### config.mk
export PLATFORM = sky130hd
export DESIGN_NAME = ualink_cmd_parser_flat
export DESIGN_NICKNAME = d
export VERILOG_FILES = /design/src/source/ualink_pkg.sv /design/src/source/ualink_stream_if.sv /design/src/source/ualink_cmd_parser.sv /design/src/flat_wrapper.sv
export VERILOG_INCLUDE_DIRS = /design/src /design/src/source
export SDC_FILE = /design/constraint.sdc
export NUM_CORES = 1
export LEC_CHECK = 0
export ABC_AREA = 1
export BUFFER_PORTS_ARGS = -buffer_cell sky130_fd_sc_hd__buf_2
export CAP_MARGIN = 10
export CORE_AREA = 2 2 85 87
export DETAILED_ROUTE_END_ITERATION = 10
export DIE_AREA = 0 0 87 89
export PLACE_DENSITY = 0.72
export SYNTH_ARGS = -nofsm -noshare
export SYNTH_HDL_FRONTEND = slang
export SYNTH_SLANG_ARGS = --single-unit
### constraint.sdc
create_clock -name axi_aclk -period 1.45 [get_ports axi_aclk]
set_input_delay 0.29 -clock axi_aclk [delete_from_list [all_inputs] [get_ports axi_aclk]]
set_output_delay 0.29 -clock axi_aclk [all_outputs]
set_load 0.1 [all_outputs]
### src/source/ualink_config.svh
// ##########################################################################
// UALink turbo configuration macros
// widths, FIFO depth, burst length and command opcodes
// ##########################################################################
`ifndef UALINK_CONFIG_SVH
`define UALINK_CONFIG_SVH

`define UALINK_DATA_W          64   // stream and memory word
`define UALINK_ADDR_W          8    // 256-entry data memory
`define UALINK_FIFO_DEPTH_BITS 4    // 16-entry input FIFO
`define UALINK_BURST_WORDS     8    // 64B per write or read

// header opcodes, bits 63:48 of the header word
`define UALINK_OP_WRITE        16'h0245
`define UALINK_OP_READ         16'h0145

`endif

### src/source/ualink_pkg.sv
// ##########################################################################
// UALink turbo package
// shared word and address types, FSM state encodings
// ##########################################################################
`default_nettype none

`include "ualink_config.svh"

package ualink_pkg;

   typedef logic [`UALINK_DATA_W-1:0] data_t;      // one stream or memory word
   typedef logic [`UALINK_ADDR_W-1:0] mem_addr_t;  // data memory address
   typedef logic [15:0]               opcode_t;    // header opcode field
   typedef logic [3:0]                burst_cnt_t; // word index within a burst

   // command parser FSM
   typedef enum logic [1:0] {PS_IDLE, PS_FWD, PS_WRITE, PS_READ_WAIT} parser_state_t;

   // response generator FSM
   typedef enum logic [1:0] {RS_PASS, RS_FETCH, RS_SEND} rsp_state_t;

endpackage

`default_nettype wire

### src/source/ualink_stream_if.sv
// ##########################################################################
// UALink internal stream link, AXI4-Stream style valid/ready handshake
// ##########################################################################
`timescale 1ns/1ns
`default_nettype none

interface ualink_stream_if;
   import ualink_pkg::*;

   data_t data;
   logic  last;
   logic  valid;
   logic  ready;

   modport producer (output data, output last, output valid, input ready);
   modport consumer (input data, input last, input valid, output ready);

endinterface

`default_nettype wire

### src/source/ualink_cmd_parser.sv
// ##########################################################################
// UALink command parser
// forwards frames, writes payload bursts, requests read bursts
// ##########################################################################
`timescale 1ns/1ns
`default_nettype none

`include "ualink_config.svh"

module ualink_cmd_parser (
   input  logic                  axi_aclk,
   input  logic                  axi_resetn,
   ualink_stream_if.consumer     in_q,
   ualink_stream_if.producer     out_s,
   output logic                  mem_we,
   output ualink_pkg::mem_addr_t mem_waddr,
   output ualink_pkg::data_t     mem_wdata,
   output logic                  rd_start,
   output ualink_pkg::mem_addr_t rd_addr,
   input  logic                  rd_done
);
   import ualink_pkg::*;

   parser_state_t state;
   parser_state_t state_next;
   mem_addr_t     base_addr;    // write burst base
   burst_cnt_t    burst_cnt;
   opcode_t       hdr_opcode;
   logic          xfer;
   logic          is_read;
   logic          is_write;
   logic          burst_end;

   assign hdr_opcode = in_q.data[`UALINK_DATA_W-1 -: 16];
   assign is_read    = (hdr_opcode == `UALINK_OP_READ);
   assign is_write   = (hdr_opcode == `UALINK_OP_WRITE);
   assign burst_end  = (burst_cnt == burst_cnt_t'(`UALINK_BURST_WORDS - 1));

   // straight forwarding, held off while a read burst is out
   assign out_s.valid = in_q.valid & (state != PS_READ_WAIT);
   assign out_s.data  = in_q.data;
   assign out_s.last  = (state == PS_IDLE && is_read) ? 1'b0 : in_q.last;
   assign in_q.ready  = out_s.ready & (state != PS_READ_WAIT);
   assign xfer        = in_q.valid & in_q.ready;

   // payload words go to memory as they pass
   assign mem_we    = (state == PS_WRITE) & xfer;
   assign mem_waddr = base_addr + mem_addr_t'(burst_cnt);
   assign mem_wdata = in_q.data;

   assign rd_start = (state == PS_IDLE) & xfer & is_read;
   assign rd_addr  = in_q.data[`UALINK_ADDR_W-1:0];

   always_comb begin
      state_next = state;
      case (state)
         PS_IDLE: begin
            if (xfer) begin
               if (is_read)                      state_next = PS_READ_WAIT;
               else if (is_write && !in_q.last)  state_next = PS_WRITE;
               else if (!in_q.last)              state_next = PS_FWD;
            end
         end
         PS_WRITE: begin
            if (xfer && in_q.last) state_next = PS_IDLE;
            else if (xfer && burst_end) state_next = PS_FWD;  // rest is echo only
         end
         PS_FWD: begin
            if (xfer && in_q.last) state_next = PS_IDLE;
         end
         PS_READ_WAIT: begin
            if (rd_done) state_next = PS_IDLE;
         end
         default: state_next = PS_IDLE;
      endcase
   end

   always_ff @(posedge axi_aclk) begin
      if (!axi_resetn) begin
         state     <= PS_IDLE;
         burst_cnt <= '0;
      end else begin
         state <= state_next;
         if (state == PS_IDLE) burst_cnt <= '0;
         else if (mem_we) burst_cnt <= burst_cnt + 1'b1;
      end
   end

   // address byte of the header, only meaningful for writes
   always_ff @(posedge axi_aclk) begin
      if (state == PS_IDLE && xfer) base_addr <= in_q.data[`UALINK_ADDR_W-1:0];
   end

endmodule

`default_nettype wire

### src/flat_wrapper.sv
// flat-port wrapper written by rule: the top's interface ports become plain ports
module ualink_cmd_parser_flat import ualink_pkg::*;
  (axi_aclk, axi_resetn, mem_we, mem_waddr, mem_wdata, rd_start, rd_addr, rd_done, in_q_data, in_q_last, in_q_valid, in_q_ready, out_s_data, out_s_last, out_s_valid, out_s_ready);
  ualink_stream_if in_q_i ();
  ualink_stream_if out_s_i ();
  input  logic axi_aclk;
  input  logic axi_resetn;
  output logic mem_we;
  output ualink_pkg::mem_addr_t mem_waddr;
  output ualink_pkg::data_t mem_wdata;
  output logic rd_start;
  output ualink_pkg::mem_addr_t rd_addr;
  input  logic rd_done;
  input wire logic [$bits(in_q_i.data)-1:0] in_q_data;
  input wire logic [$bits(in_q_i.last)-1:0] in_q_last;
  input wire logic [$bits(in_q_i.valid)-1:0] in_q_valid;
  output wire logic [$bits(in_q_i.ready)-1:0] in_q_ready;
  output wire logic [$bits(out_s_i.data)-1:0] out_s_data;
  output wire logic [$bits(out_s_i.last)-1:0] out_s_last;
  output wire logic [$bits(out_s_i.valid)-1:0] out_s_valid;
  input wire logic [$bits(out_s_i.ready)-1:0] out_s_ready;
  assign in_q_i.data = in_q_data;
  assign in_q_i.last = in_q_last;
  assign in_q_i.valid = in_q_valid;
  assign in_q_ready = in_q_i.ready;
  assign out_s_data = out_s_i.data;
  assign out_s_last = out_s_i.last;
  assign out_s_valid = out_s_i.valid;
  assign out_s_i.ready = out_s_ready;
  ualink_cmd_parser u_core (.axi_aclk(axi_aclk), .axi_resetn(axi_resetn), .in_q(in_q_i), .out_s(out_s_i), .mem_we(mem_we), .mem_waddr(mem_waddr), .mem_wdata(mem_wdata), .rd_start(rd_start), .rd_addr(rd_addr), .rd_done(rd_done));
endmodule
### Word-level counts from Yosys, hierarchy flattened

Cells that the tools add are included.

| cells by class | value |
|---|---|
| add/subtract/negate cells | 2 |
| reductions and logical operators | 9 |
| eq/ne operators | 12 |
| bitwise logic cells | 7 |
| multiplexer cells | 10 |

Operators with widths:

| cell | count |
|---|---|
| $eq 16x10->1 const B | 1 |
| $eq 16x9->1 const B | 1 |
| $mux 2 | 8 |
| $add 8x4->8 | 1 |
| $pmux 2 s4 | 1 |
| $and 1x1->1 | 6 |
| $logic_and 1x1->1 | 5 |
| $reduce_and 5->1 | 1 |
| $add 4x1->4 const B | 1 |
| $eq 2x2->1 const B | 2 |
| $eq 4x3->1 const B | 1 |
| $ne 2x1->1 const B | 2 |
| $ne 2x2->1 const B | 2 |
| $ne 4x3->1 const B | 1 |
| $ne 3x3->1 const B | 1 |
| $eq 2x1->1 const B | 1 |
| $logic_not 2->1 | 1 |
| $reduce_or 2->1 | 1 |
| $logic_not 1->1 | 1 |
| $mux 1 | 1 |
| $not 1->1 | 1 |

| storage, ports and cells | value |
|---|---|
| register bits after elaboration | 14 |
| input bits | 70 |
| output and inout bits | 149 |
| logic and storage cells | 43 |

### Longest topological paths before layout

Gate-level depths: netlist of run 1.

| logic depth | value |
|---|---|
| depth after elaboration | 7 |
| mapped depth | 9 |
| gate-level depth less buffers | 9 |

### Worst setup path after synthesis of run 1

Ideal clock, no wire load.

| path | value |
|---|---|
| path type | register to output |
| from | reg u_core.base_addr[2] |
| to | out mem_waddr[7] |
| path buffers | 0 |
| data arrival time | 2.607 ns |
| cell stages (with the launch flop) | 8 |
| required time | 1.160 ns |
| slack | -1.447 ns |
| path through | edfxtp_1 ha_1 nand3_1 nand2_1 nand2_1 nand2_1 nand3_1 xnor2_1 |

| between the ends | value |
|---|---|
| word-level cells in the longest chain between the ends | 1 |

RTL lines:

| what | line | RTL |
|---|---|---|
| start, declared | ualink_cmd_parser.sv:26 | `mem_addr_t base_addr;` |
| start signal, assigned | ualink_cmd_parser.sv:91 | `` if (state == PS_IDLE && xfer) base_addr <= in_q.data[`UALINK_ADDR_W-1:0]; `` |
| $add 8x4->8 | ualink_cmd_parser.sv:48 | `assign mem_waddr = base_addr + mem_addr_t'(burst_cnt);` |
| end, declared | flat_wrapper.sv:9 | `output ualink_pkg::mem_addr_t mem_waddr;` |

Every way passes these cells.

### Final worst setup path of run 1

| path | value |
|---|---|
| from | reg u_core.base_addr[1] |
| to | out mem_waddr[7] |

Same word-level chain as after synthesis.

==> impl_metrics.json, run 1 <==
{
  "slowest_stage": "edfxtp_1",
  "crit_fanout": 2,
  "grt_start_max_net_pins": 9,
  "fmax_ghz": 0.4743,
  "cts_tree": "yes",
  "grt_pass1_vias": 1462,
  "htree_levels": 1,
  "syn_inst": 257,
  "ios": 219,
  "vias": 1383,
  "grt_use_met2_pct": 20.54,
  "dieArea_sq_mm": 0.007743,
  "start_kind": "flip-flop",
  "power_switching_mw": 1.540,
  "core_sq_mm": 0.006719,
  "drt-initial-drc-count": 23,
  "setup_violations": 13,
  "critPathRequiredTime_ps": 1160,
  "pwr-share-seq_pct": 18.5,
  "clock_path_buffers": 2,
  "drive_above_1_share_pct": 73.68,
  "max_slew_margin_pct": 67.00,
  "synth_area_per_cell_sq_um": 7.507,
  "powerDensity_mw_per_mm2": 985.0,
  "criticalPathCategory": "flip-flop to output pin",
  "worst_slew_pin_slew_ps": 498.4,
  "antenna_found_initial": 0,
  "first_pass_iters": 4,
  "ys_ff_latch": 14,
  "vias_per_cell": 3.997,
  "p_total_mw": 2.948,
  "slowest_delay_ps": 410,
  "slew_viol_final": 0,
  "ir_drop_mv": 0.2931,
  "fin_nets": 343,
  "worstSetupEndpointType": "output pin",
  "timing.final.ws_setup_ps": -658.5,
  "dp.cells": 332,
  "p_int_mw": 1.408,
  "grt_remaining_overflow": 0,
  "post-dp-hpwl_um": 3962,
  "portBuffers": 98,
  "combPwrFrac_pct": 70.8,
  "synth_cell_types": 21,
  "worst-path-buf-inv": 2,
  "ctsHoldBuffers": 0,
  "placed_area_sq_mm": 0.002688,
  "met1_usage_pct": 10.39,
  "crit_chain": "buf_4 -> ha_4 -> nand3_4 -> nand2_4 -> nand2_2 -> nand2_4 -> nand3_4 -> xnor2_4 -> buf_12",
  "route.detailed.drc": 0,
  "met3_usage_pct": 4.432,
  "violations": "setup timing",
  "arrival_ps": 1820,
  "cts-buffers-inserted": 3,
  "hp-class": "input pin to flip-flop",
  "maxCapViolations": 0,
  "finalClockSkew_ps": 2.945,
  "synth_nets": 333,
  "clk_latency_ps": 240,
  "rsz0062_at_grt": "yes",
  "clkSinkCount": 14,
  "grt_most_used_layer": "met2",
  "power_frac_clock_pct": 10.7,
  "leakagePower_nw": 1.418,
  "nFillCells": 585,
  "grt.total_usage_pct": 11.02,
  "synthesis.area_sq_mm": 0.001929,
  "whs_ps": 267.3,
  "path_delay_family": "flip-flops",
  "ant_nets": 0,
  "die_w_um": 87,
  "finalHoldViolCount": 0,
  "n_antenna_cell": 0,
  "routed_wirelength_um": 4634,
  "status": "complete, but fails checks",
  "place_ws_ps": -462.0,
  "clock-root-buffer": "clkbuf_8",
  "swShare_pct": 52.25,
  "stdcell_count": 346,
  "ys_seq_area_share_pct": 18.68,
  "place.gp.congestion": 0.7620,
  "grt_pass1_wl_um": 6768,
  "initial_core_util_pct": 28.72,
  "area.growth.synth_to_final_pct": 55.12,
  "postLayoutCoreUtil_pct": 44.54,
  "final_area_sq_mm": 0.002993,
  "fin_crit_ps": 2108,
  "ys_warn_count": 0,
  "rows": 30,
  "tns_ps": -4354,
  "dieHeight_um": 89,
  "wl_per_cell_um": 13.39,
  "post-route-period-util_pct": 145.4,
  "clk_pin_slew_worst_paths_ps": 50
}
==> cell type report <==
class	instances	area, sq um	area share [%]
timing repair buffer	141	1595	53.30
tap	80	100.1	3.344
clock buffer	4	45.04	1.505
sequential	14	371.6	12.42
inverter	21	85.08	2.843
multi-input combinational	86	795.8	26.59
==> final timing paths <==
| path | startpoint | end | slack, ps | depth (start not counted) |
|---|---|---|---|---|
| worst min register to register | u_core.burst_cnt[3]$_SDFFE_PP0P_ | u_core.burst_cnt[3]$_SDFFE_PP0P_ | 550 | 2 |
| worst max-delay path | u_core.base_addr[1]$_DFFE_PN_ | mem_waddr[7] | -660 | 9 |
| worst max register to register | u_core.state[1]$_SDFFE_PN0P_ | u_core.state[0]$_SDFFE_PN0P_ | -10 | 12 |
| worst min-delay path | in_q_data[6] | u_core.base_addr[6]$_DFFE_PN_ | 270 | 1 |
==> power groups by stage <==
stage | sequential [mW] | clock [mW] | combinational, mW
5_1_grt | 0.552 | 0.342 | 2.17
6_report | 0.545 | 0.314 | 2.09
3_3_place_gp | 0.536 | 0 | 1.93
4_1_cts | 0.538 | 0.326 | 2.01
3_5_place_dp | 0.540 | 0 | 1.95
2_1_floorplan | 0.540 | 0 | 2.42
==> placed cells by master, fill, tap and decap left out, drive strengths merged <==
master / netlist / layout
dfxtp: 6 / 6
xor2: 3 / 3
inv: 21 / 20
nor3: 2 / 2
a21oi: 6 / 6
fa: 1 / 1
nand2: 25 / 25
and2: 1 / 1
nand4: 2 / 2
edfxtp: 8 / 8
clkbuf: 0 / 4
nand3: 11 / 11
clkinvlp: 0 / 1
o21ai: 5 / 5
xnor2: 3 / 3
buf: 136 / 141
ha: 5 / 5
nor2: 22 / 22
==> cell usage after synthesis, drive strengths merged <==
master	n	area, sq um
a21oi	6	33.78
and2	1	6.260
buf	136	1021
dfxtp	6	120.1
edfxtp	8	240.2
fa	1	20.02
ha	5	62.56
inv	21	78.83
nand2	25	101.4
nand3	11	60.06
nand4	2	12.51
nor2	22	85.09
nor3	2	10.01
o21ai	5	25.02
xnor2	3	26.28
xor2	3	26.28
==> flip-flops by register name, indices dropped and copies added (netlist names) <==
| signal | count |
|---|---|
| u_core.base_addr | 8 |
| u_core.burst_cnt | 4 |
| u_core.state | 2 |
==> routing by layer <==
metal  part of all wire, %  wire (um)
met2                    55       2563
met5                     0          0
met1                    33       1532
met4                   2.8        130
met3                   8.8        407
==> timing repair <==
item | CTS | global route
hold endpoints to repair | 0 | 0
pin swaps | 12 | 15
setup buffers | 4 | 6
resized for setup | 16 | 33
endpoints found under the setup margin | 12 | 22
==> cell families after synthesis <==
kind of cell / share of synthesized area, %
buffers and inverters: 57.00
AND/OR/NAND/NOR: 14.27
adder cells (fa/ha/maj): 4.280
XOR/XNOR: 2.724
AO/OA/AOI/OAI: 3.048
flip-flops: 18.68
No activity file was read; power rests on OpenSTA's default activity.
==> run 2: changes to the inputs <==
--- a/config.mk
+++ b/config.mk
@@ -7,12 +7,12 @@
 export NUM_CORES = 1
 export LEC_CHECK = 0
 export ABC_AREA = 1
-export BUFFER_PORTS_ARGS = -buffer_cell sky130_fd_sc_hd__buf_2
 export CAP_MARGIN = 10
 export CORE_AREA = 2 2 85 87
 export DETAILED_ROUTE_END_ITERATION = 10
 export DIE_AREA = 0 0 87 89
-export PLACE_DENSITY = 0.72
+export DONT_BUFFER_PORTS = 1
+export SETUP_SLACK_MARGIN = 0.05
 export SYNTH_ARGS = -nofsm -noshare
 export SYNTH_HDL_FRONTEND = slang
 export SYNTH_SLANG_ARGS = --single-unit
==> run 2 against run 1 <==
  * The run still ends with setup timing left
  * Fmax increased by 2.2%
  * Wire length decreased by 33%
  * Sequential power increased by 0.9%
  * Clock power about the same
  * Critical path depth decreased by 1
  * Via count decreased by 28%
  * Sequential cell count unchanged
  * Register-to-register slack improved by 60 ps
  * Clock skew decreased by 2.4 ps
  * Non-clock buffer count decreased by 103
  * Combinational power decreased by 48%
  * Design area decreased by 37%
==> impl_metrics.json, run 2 (same netlist as run 1, synthesis figures left out) <==
{
  "tns_ps": -3930,
  "worst-path-buf-inv": 1,
  "wl_per_cell_um": 12.73,
  "area.growth.synth_to_final_pct": -2.334,
  "crit_fanout": 2,
  "fin_crit_ps": 2064,
  "wl_met1_um": 1106,
  "clkSinkCount": 14,
  "hp-class": "input pin to flip-flop",
  "maxCapViolations": 0,
  "grt_start_max_net_pins": 9,
  "slew_viol_final": 0,
  "ant_nets": 0,
  "worst_slew_pin_slew_ps": 276.7,
  "dieHeight_um": 89,
  "powerDensity_mw_per_mm2": 1036,
  "first_pass_iters": 4,
  "violations": "setup timing",
  "path_common_cell": "nand2_4",
  "leakagePower_nw": 0.7922,
  "fin_nets": 240,
  "ir_drop_mv": 0.2399,
  "clk_latency_ps": 240,
  "p_total_mw": 1.953,
  "antenna_found_initial": 1,
  "die_w_um": 87,
  "largest_reg_flops": 8,
  "clock_path_buffers": 2,
  "slowest_delay_ps": 460,
  "crit_chain": "ha_4 -> nand3_4 -> nand2_4 -> nand2_4 -> nand2_4 -> nand3_4 -> xnor2_4 -> buf_12",
  "portBuffers": 0,
  "initial_core_util_pct": 28.72,
  "status": "complete, but fails checks",
  "clock-root-buffer": "clkbuf_8",
  "worstSetupEndpointType": "output pin",
  "ctsHoldBuffers": 0,
  "htree_levels": 1,
  "start_kind": "flip-flop",
  "stdcell_count": 244,
  "drive_above_1_share_pct": 54.60,
  "cts_tree": "yes",
  "path_delay_family": "flip-flops",
  "grt_remaining_overflow": 0,
  "critPathRequiredTime_ps": 1160,
  "vias_per_cell": 4.102,
  "criticalPathCategory": "flip-flop to output pin",
  "cts-buffers-inserted": 3,
  "nFillCells": 665,
  "grt_pass1_wl_um": 4940,
  "arrival_ps": 1770,
  "dp.cells": 229,
  "wl_met2_um": 1596,
  "dieArea_sq_mm": 0.007743,
  "place.gp.congestion": 0.7315,
  "drt-initial-drc-count": 50,
  "rsz0062_at_grt": "yes",
  "post-dp-hpwl_um": 2561,
  "rows": 30,
  "grt.total_usage_pct": 8.006,
  "mostFrequentLayoutCells": "buf_4, inv_1, nand2_1",
  "finalHoldViolCount": 0,
  "fmax_ghz": 0.4845,
  "finalClockSkew_ps": 0.5826,
  "route.detailed.drc": 0,
  "grt_pass1_vias": 1072,
  "routed.top_layer": "met4",
  "vias": 1001,
  "setup_violations": 10,
  "ios": 219,
  "core_sq_mm": 0.006719,
  "max_slew_margin_pct": 81.55,
  "clk_pin_slew_worst_paths_ps": 50,
  "routed_wirelength_um": 3106,
  "top_register": "u_core.base_addr",
  "reg_top3": "u_core.base_addr x8, u_core.burst_cnt x4, u_core.state x2",
  "wl_met3_um": 298,
  "timing.final.ws_setup_ps": -614.0,
  "mostFrequentLayoutCell": "buf_4",
  "post-route-period-util_pct": 142.3,
  "slowest_stage": "edfxtp_1"
}
-- run 2: final timing paths --
check                                         from                                to  slack, ps  depth (start not counted)
setup / recovery     u_core.base_addr[1]$_DFFE_PN_                      mem_waddr[7]       -610                          8
hold / removal                        in_q_data[7]     u_core.base_addr[7]$_DFFE_PN_        150                          0
setup reg to reg      u_core.state[0]$_SDFFE_PN0P_      u_core.state[0]$_SDFFE_PN0P_         50                         11
hold reg to reg   u_core.burst_cnt[3]$_SDFFE_PP0P_  u_core.burst_cnt[3]$_SDFFE_PP0P_        530                          2
-- run 2: cell type report --
cell class,count,area [sq um],area share (%)
diodes,1,2.502,0.1328
clock buffers,4,45.04,2.390
inverters,21,82.58,4.382
multi-input cells,86,803.3,42.63
flip-flops and latches,14,371.6,19.72
well taps,80,100.1,5.312
repair buffers,38,479.2,25.43
-- run 2: through the flow --
step / hold slack, ps / worst slack [ps] / instance area (sq um) / utilization, %
6_report: 145.9 / -614.0 / 1884 / 28.04
3_5_place_dp: 390.4 / -431.4 / 1617 / 24.06
5_1_grt: 134.4 / -689.0 / 1882 / 28.01
3_3_place_gp: 390.4 / -408.9 / 1617 / 24.06
4_1_cts: 142.2 / -619.5 / 1783 / 26.54
2_1_floorplan: 388.9 / -621.6 / 2152 / -
-- run 2: layer usage --
| metal | global-route usage, % | up-vias |
|---|---|---|
| met4 | 5.114 | 0 |
| li1 | - | 468 |
| met5 | 0 | - |
| met3 | 2.585 | 18 |
| met1 | 8.385 | 475 |
| met2 | 13.88 | 40 |
-- run 2: repair_timing --
item / CTS / global route
endpoints found under the setup margin: 13 / 23
gates resized for setup: 18 / 18
setup buffers: 6 / 4
cloned: 0 / 0
pin swaps: 14 / 11
-- run 2: worst register-to-register path, delay by kind of cell (launching register included) --
kind,cells,cell delay [ps]
AOI/OAI and AO/OA,1,100
and+or+nand+nor,8,640
buffers and inverters,2,240
DFF,1,360
-- run 2: power breakdown --
| group | internal, mW | total [mW] | switching (mW) |
|---|---|---|---|
| Combinational | 0.447 | 1.09 | 0.639 |
| Clock | 0.194 | 0.316 | 0.122 |
| Sequential | 0.488 | 0.550 | 0.0629 |
| Total | 1.13 | 1.95 | 0.824 |
==> run 3: changes to the inputs <==
--- a/config.mk
+++ b/config.mk
@@ -12,7 +12,7 @@
 export DETAILED_ROUTE_END_ITERATION = 10
 export DIE_AREA = 0 0 87 89
 export DONT_BUFFER_PORTS = 1
-export SETUP_SLACK_MARGIN = 0.05
+export SETUP_SLACK_MARGIN = 0.2
 export SYNTH_ARGS = -nofsm -noshare
 export SYNTH_HDL_FRONTEND = slang
 export SYNTH_SLANG_ARGS = --single-unit
==> run 3 against run 2 <==
  * The run still ends with setup timing left
  * First-iteration DRC count shrank 36%
  * Worst hold slack gained 1.0 ps
  * Register-to-register slack lost 30 ps
  * Worst setup slack gained 5.2 ps
  * Sequential share of layout area grew 0.43 points
  * Critical path type unchanged
  * Largest cell class unchanged
==> impl_metrics.json, run 3 (same netlist as run 1, synthesis figures left out) <==
{
  "r2r_setup_slack_ps": 20,
  "fmax_ghz": 0.4857,
  "routed_wirelength_um": 3273,
  "critPathRequiredTime_ps": 1160,
  "hp-class": "input pin to flip-flop",
  "rows": 30,
  "antenna_found_initial": 1,
  "grt.total_usage_pct": 7.596,
  "crit_fanout": 2,
  "htree_levels": 1,
  "place.gp.congestion": 0.7582,
  "powerDensity_mw_per_mm2": 1037,
  "maxCapViolations": 0,
  "holdPathEnd": "u_core.base_addr[7]$_DFFE_PN_",
  "setup_violations": 10,
  "pwr-share-seq_pct": 29.0,
  "portBuffers": 0,
  "rr_worst_depth": 10,
  "start_kind": "flip-flop",
  "reg2reg_from": "u_core.state[0]$_SDFFE_PN0P_",
  "max_slew_margin_pct": 75.72,
  "drive_above_1_share_pct": 54.94,
  "finalClockSkew_ps": 2.252,
  "clk_pin_slew_worst_paths_ps": 50,
  "vias_per_cell": 4.277,
  "fin_crit_ps": 2059,
  "dp.cells": 226,
  "ios": 219,
  "mostFrequentLayoutCells": "buf_4, inv_1, nand2_1",
  "grt_remaining_overflow": 0,
  "grt_start_max_net_pins": 9,
  "cts-buffers-inserted": 3,
  "place_ws_ps": -447.2,
  "cts_tree": "yes",
  "timing.final.ws_setup_ps": -608.8,
  "violations": "setup timing",
  "first_pass_iters": 4,
  "ir_drop_mv": 0.2476,
  "clock-root-buffer": "clkbuf_8",
  "power_frac_clock_pct": 16.3,
  "slew_viol_final": 0,
  "clock_path_buffers": 2,
  "ant_nets": 0,
  "status": "complete, but fails checks",
  "p_int_mw": 1.090,
  "die_w_um": 87,
  "hold_start": "in_q_data[7]",
  "rsz0062_at_grt": "yes",
  "swShare_pct": 43.02,
  "mostFrequentLayoutCell": "buf_4",
  "fin_nets": 239,
  "power_switching_mw": 0.8231,
  "arrival_ps": 1770,
  "worst_slew_pin_slew_ps": 361.5,
  "route.detailed.drc": 0,
  "grt_pass1_vias": 1014,
  "post-dp-hpwl_um": 2641,
  "n_antenna_cell": 0,
  "leakagePower_nw": 0.8126,
  "ctsHoldBuffers": 0,
  "initial_core_util_pct": 28.72,
  "holdPathStages": 0,
  "criticalPathCategory": "flip-flop to output pin",
  "reg_top3": "u_core.base_addr x8, u_core.burst_cnt x4, u_core.state x2",
  "worstSetupEndpointType": "output pin",
  "final_area_sq_mm": 0.001844,
  "post-route-period-util_pct": 142.0,
  "stdcell_count": 242,
  "wl_per_cell_um": 13.52,
  "placed_area_sq_mm": 0.001592,
  "whs_ps": 146.9,
  "clkSinkCount": 14,
  "core_sq_mm": 0.006719,
  "clk_latency_ps": 240,
  "largest_reg_flops": 8,
  "dieArea_sq_mm": 0.007743,
  "combPwrFrac_pct": 54.6,
  "finalHoldViolCount": 0,
  "vias": 1035,
  "drt-initial-drc-count": 32,
  "top_register": "u_core.base_addr",
  "dieHeight_um": 89,
  "grt_pass1_wl_um": 4692,
  "area.growth.synth_to_final_pct": -4.410,
  "r2r-end": "u_core.state[0]$_SDFFE_PN0P_"
}
run 3: cell types whose count changed in the layout (fill, tap and decap cells not counted), sizes merged:
cell    previous run  this run
clkinv             0         1
diode              1         0
clkbuf             4         3
buf               38        37
run 3: how the worst max path moves through the flow:
stage                   end  slack (ps)  cells after the start                     startpoint
6_report       mem_waddr[2]        -610                      6  u_core.base_addr[0]$_DFFE_PN_
5_1_grt        mem_waddr[6]        -700                      7  u_core.base_addr[0]$_DFFE_PN_
4_1_cts        mem_waddr[7]        -630                      8  u_core.base_addr[1]$_DFFE_PN_
3_5_place_dp   mem_waddr[6]        -450                      7  u_core.base_addr[0]$_DFFE_PN_
3_3_place_gp   mem_waddr[6]        -410                      7  u_core.base_addr[0]$_DFFE_PN_
2_1_floorplan  mem_waddr[7]        -620                      7  u_core.base_addr[2]$_DFFE_PN_
run 3: layout make-up:
type | count | area [sq um]
well taps | 80 | 100.1
repair buffers | 37 | 462.9
inverters | 21 | 87.58
multi-input cells | 86 | 777.0
clock buffers | 3 | 41.29
clock inverters | 1 | 3.754
flip-flops and latches | 14 | 371.6
fillers | 684 | 4875
run 3: power groups by stage:
stage / sequential (mW) / clock, mW / combinational [mW]
after floorplan: 0.544 / 0 / 2.43
after global placement: 0.548 / 0 / 0.949
after detailed placement: 0.550 / 0 / 0.955
after CTS: 0.557 / 0.325 / 0.993
after global routing: 0.563 / 0.339 / 1.11
final: 0.556 / 0.313 / 1.04
run 3: per-layer routing:
metal,global-route usage [%],vias up,wire length (um)
met5,0,-,0
met4,4.830,0,114
met3,2.585,21,337
met2,12.28,54,1656
met1,8.594,493,1164
li1,-,467,-
run 3: worst max-delay path, cell delays in order, from the launching register on:
cell	delay (ps)
edfxtp_1	380
ha_2	200
fa_2	350
buf_4	140
buf_4	140
xor2_4	140
buf_12	190
run 3: stage by stage:
stage / TNS [ps] / util, % / power (mW)
CTS: -4196 / 25.70 / 1.875
finish: -3950 / 27.45 / 1.913
detailed placement: -2336 / 23.69 / 1.505
global placement: -2079 / 23.69 / 1.497
global route: -4839 / 27.45 / 2.015
floorplan: -3858 / - / 2.979
run 3: what timing repair did:
action | CTS | global route
hold endpoints to repair | 0 | 0
pin swaps | 15 | 11
buffers inserted | 6 | 6
resized for setup | 14 | 22
endpoints found under the setup margin | 23 | 27
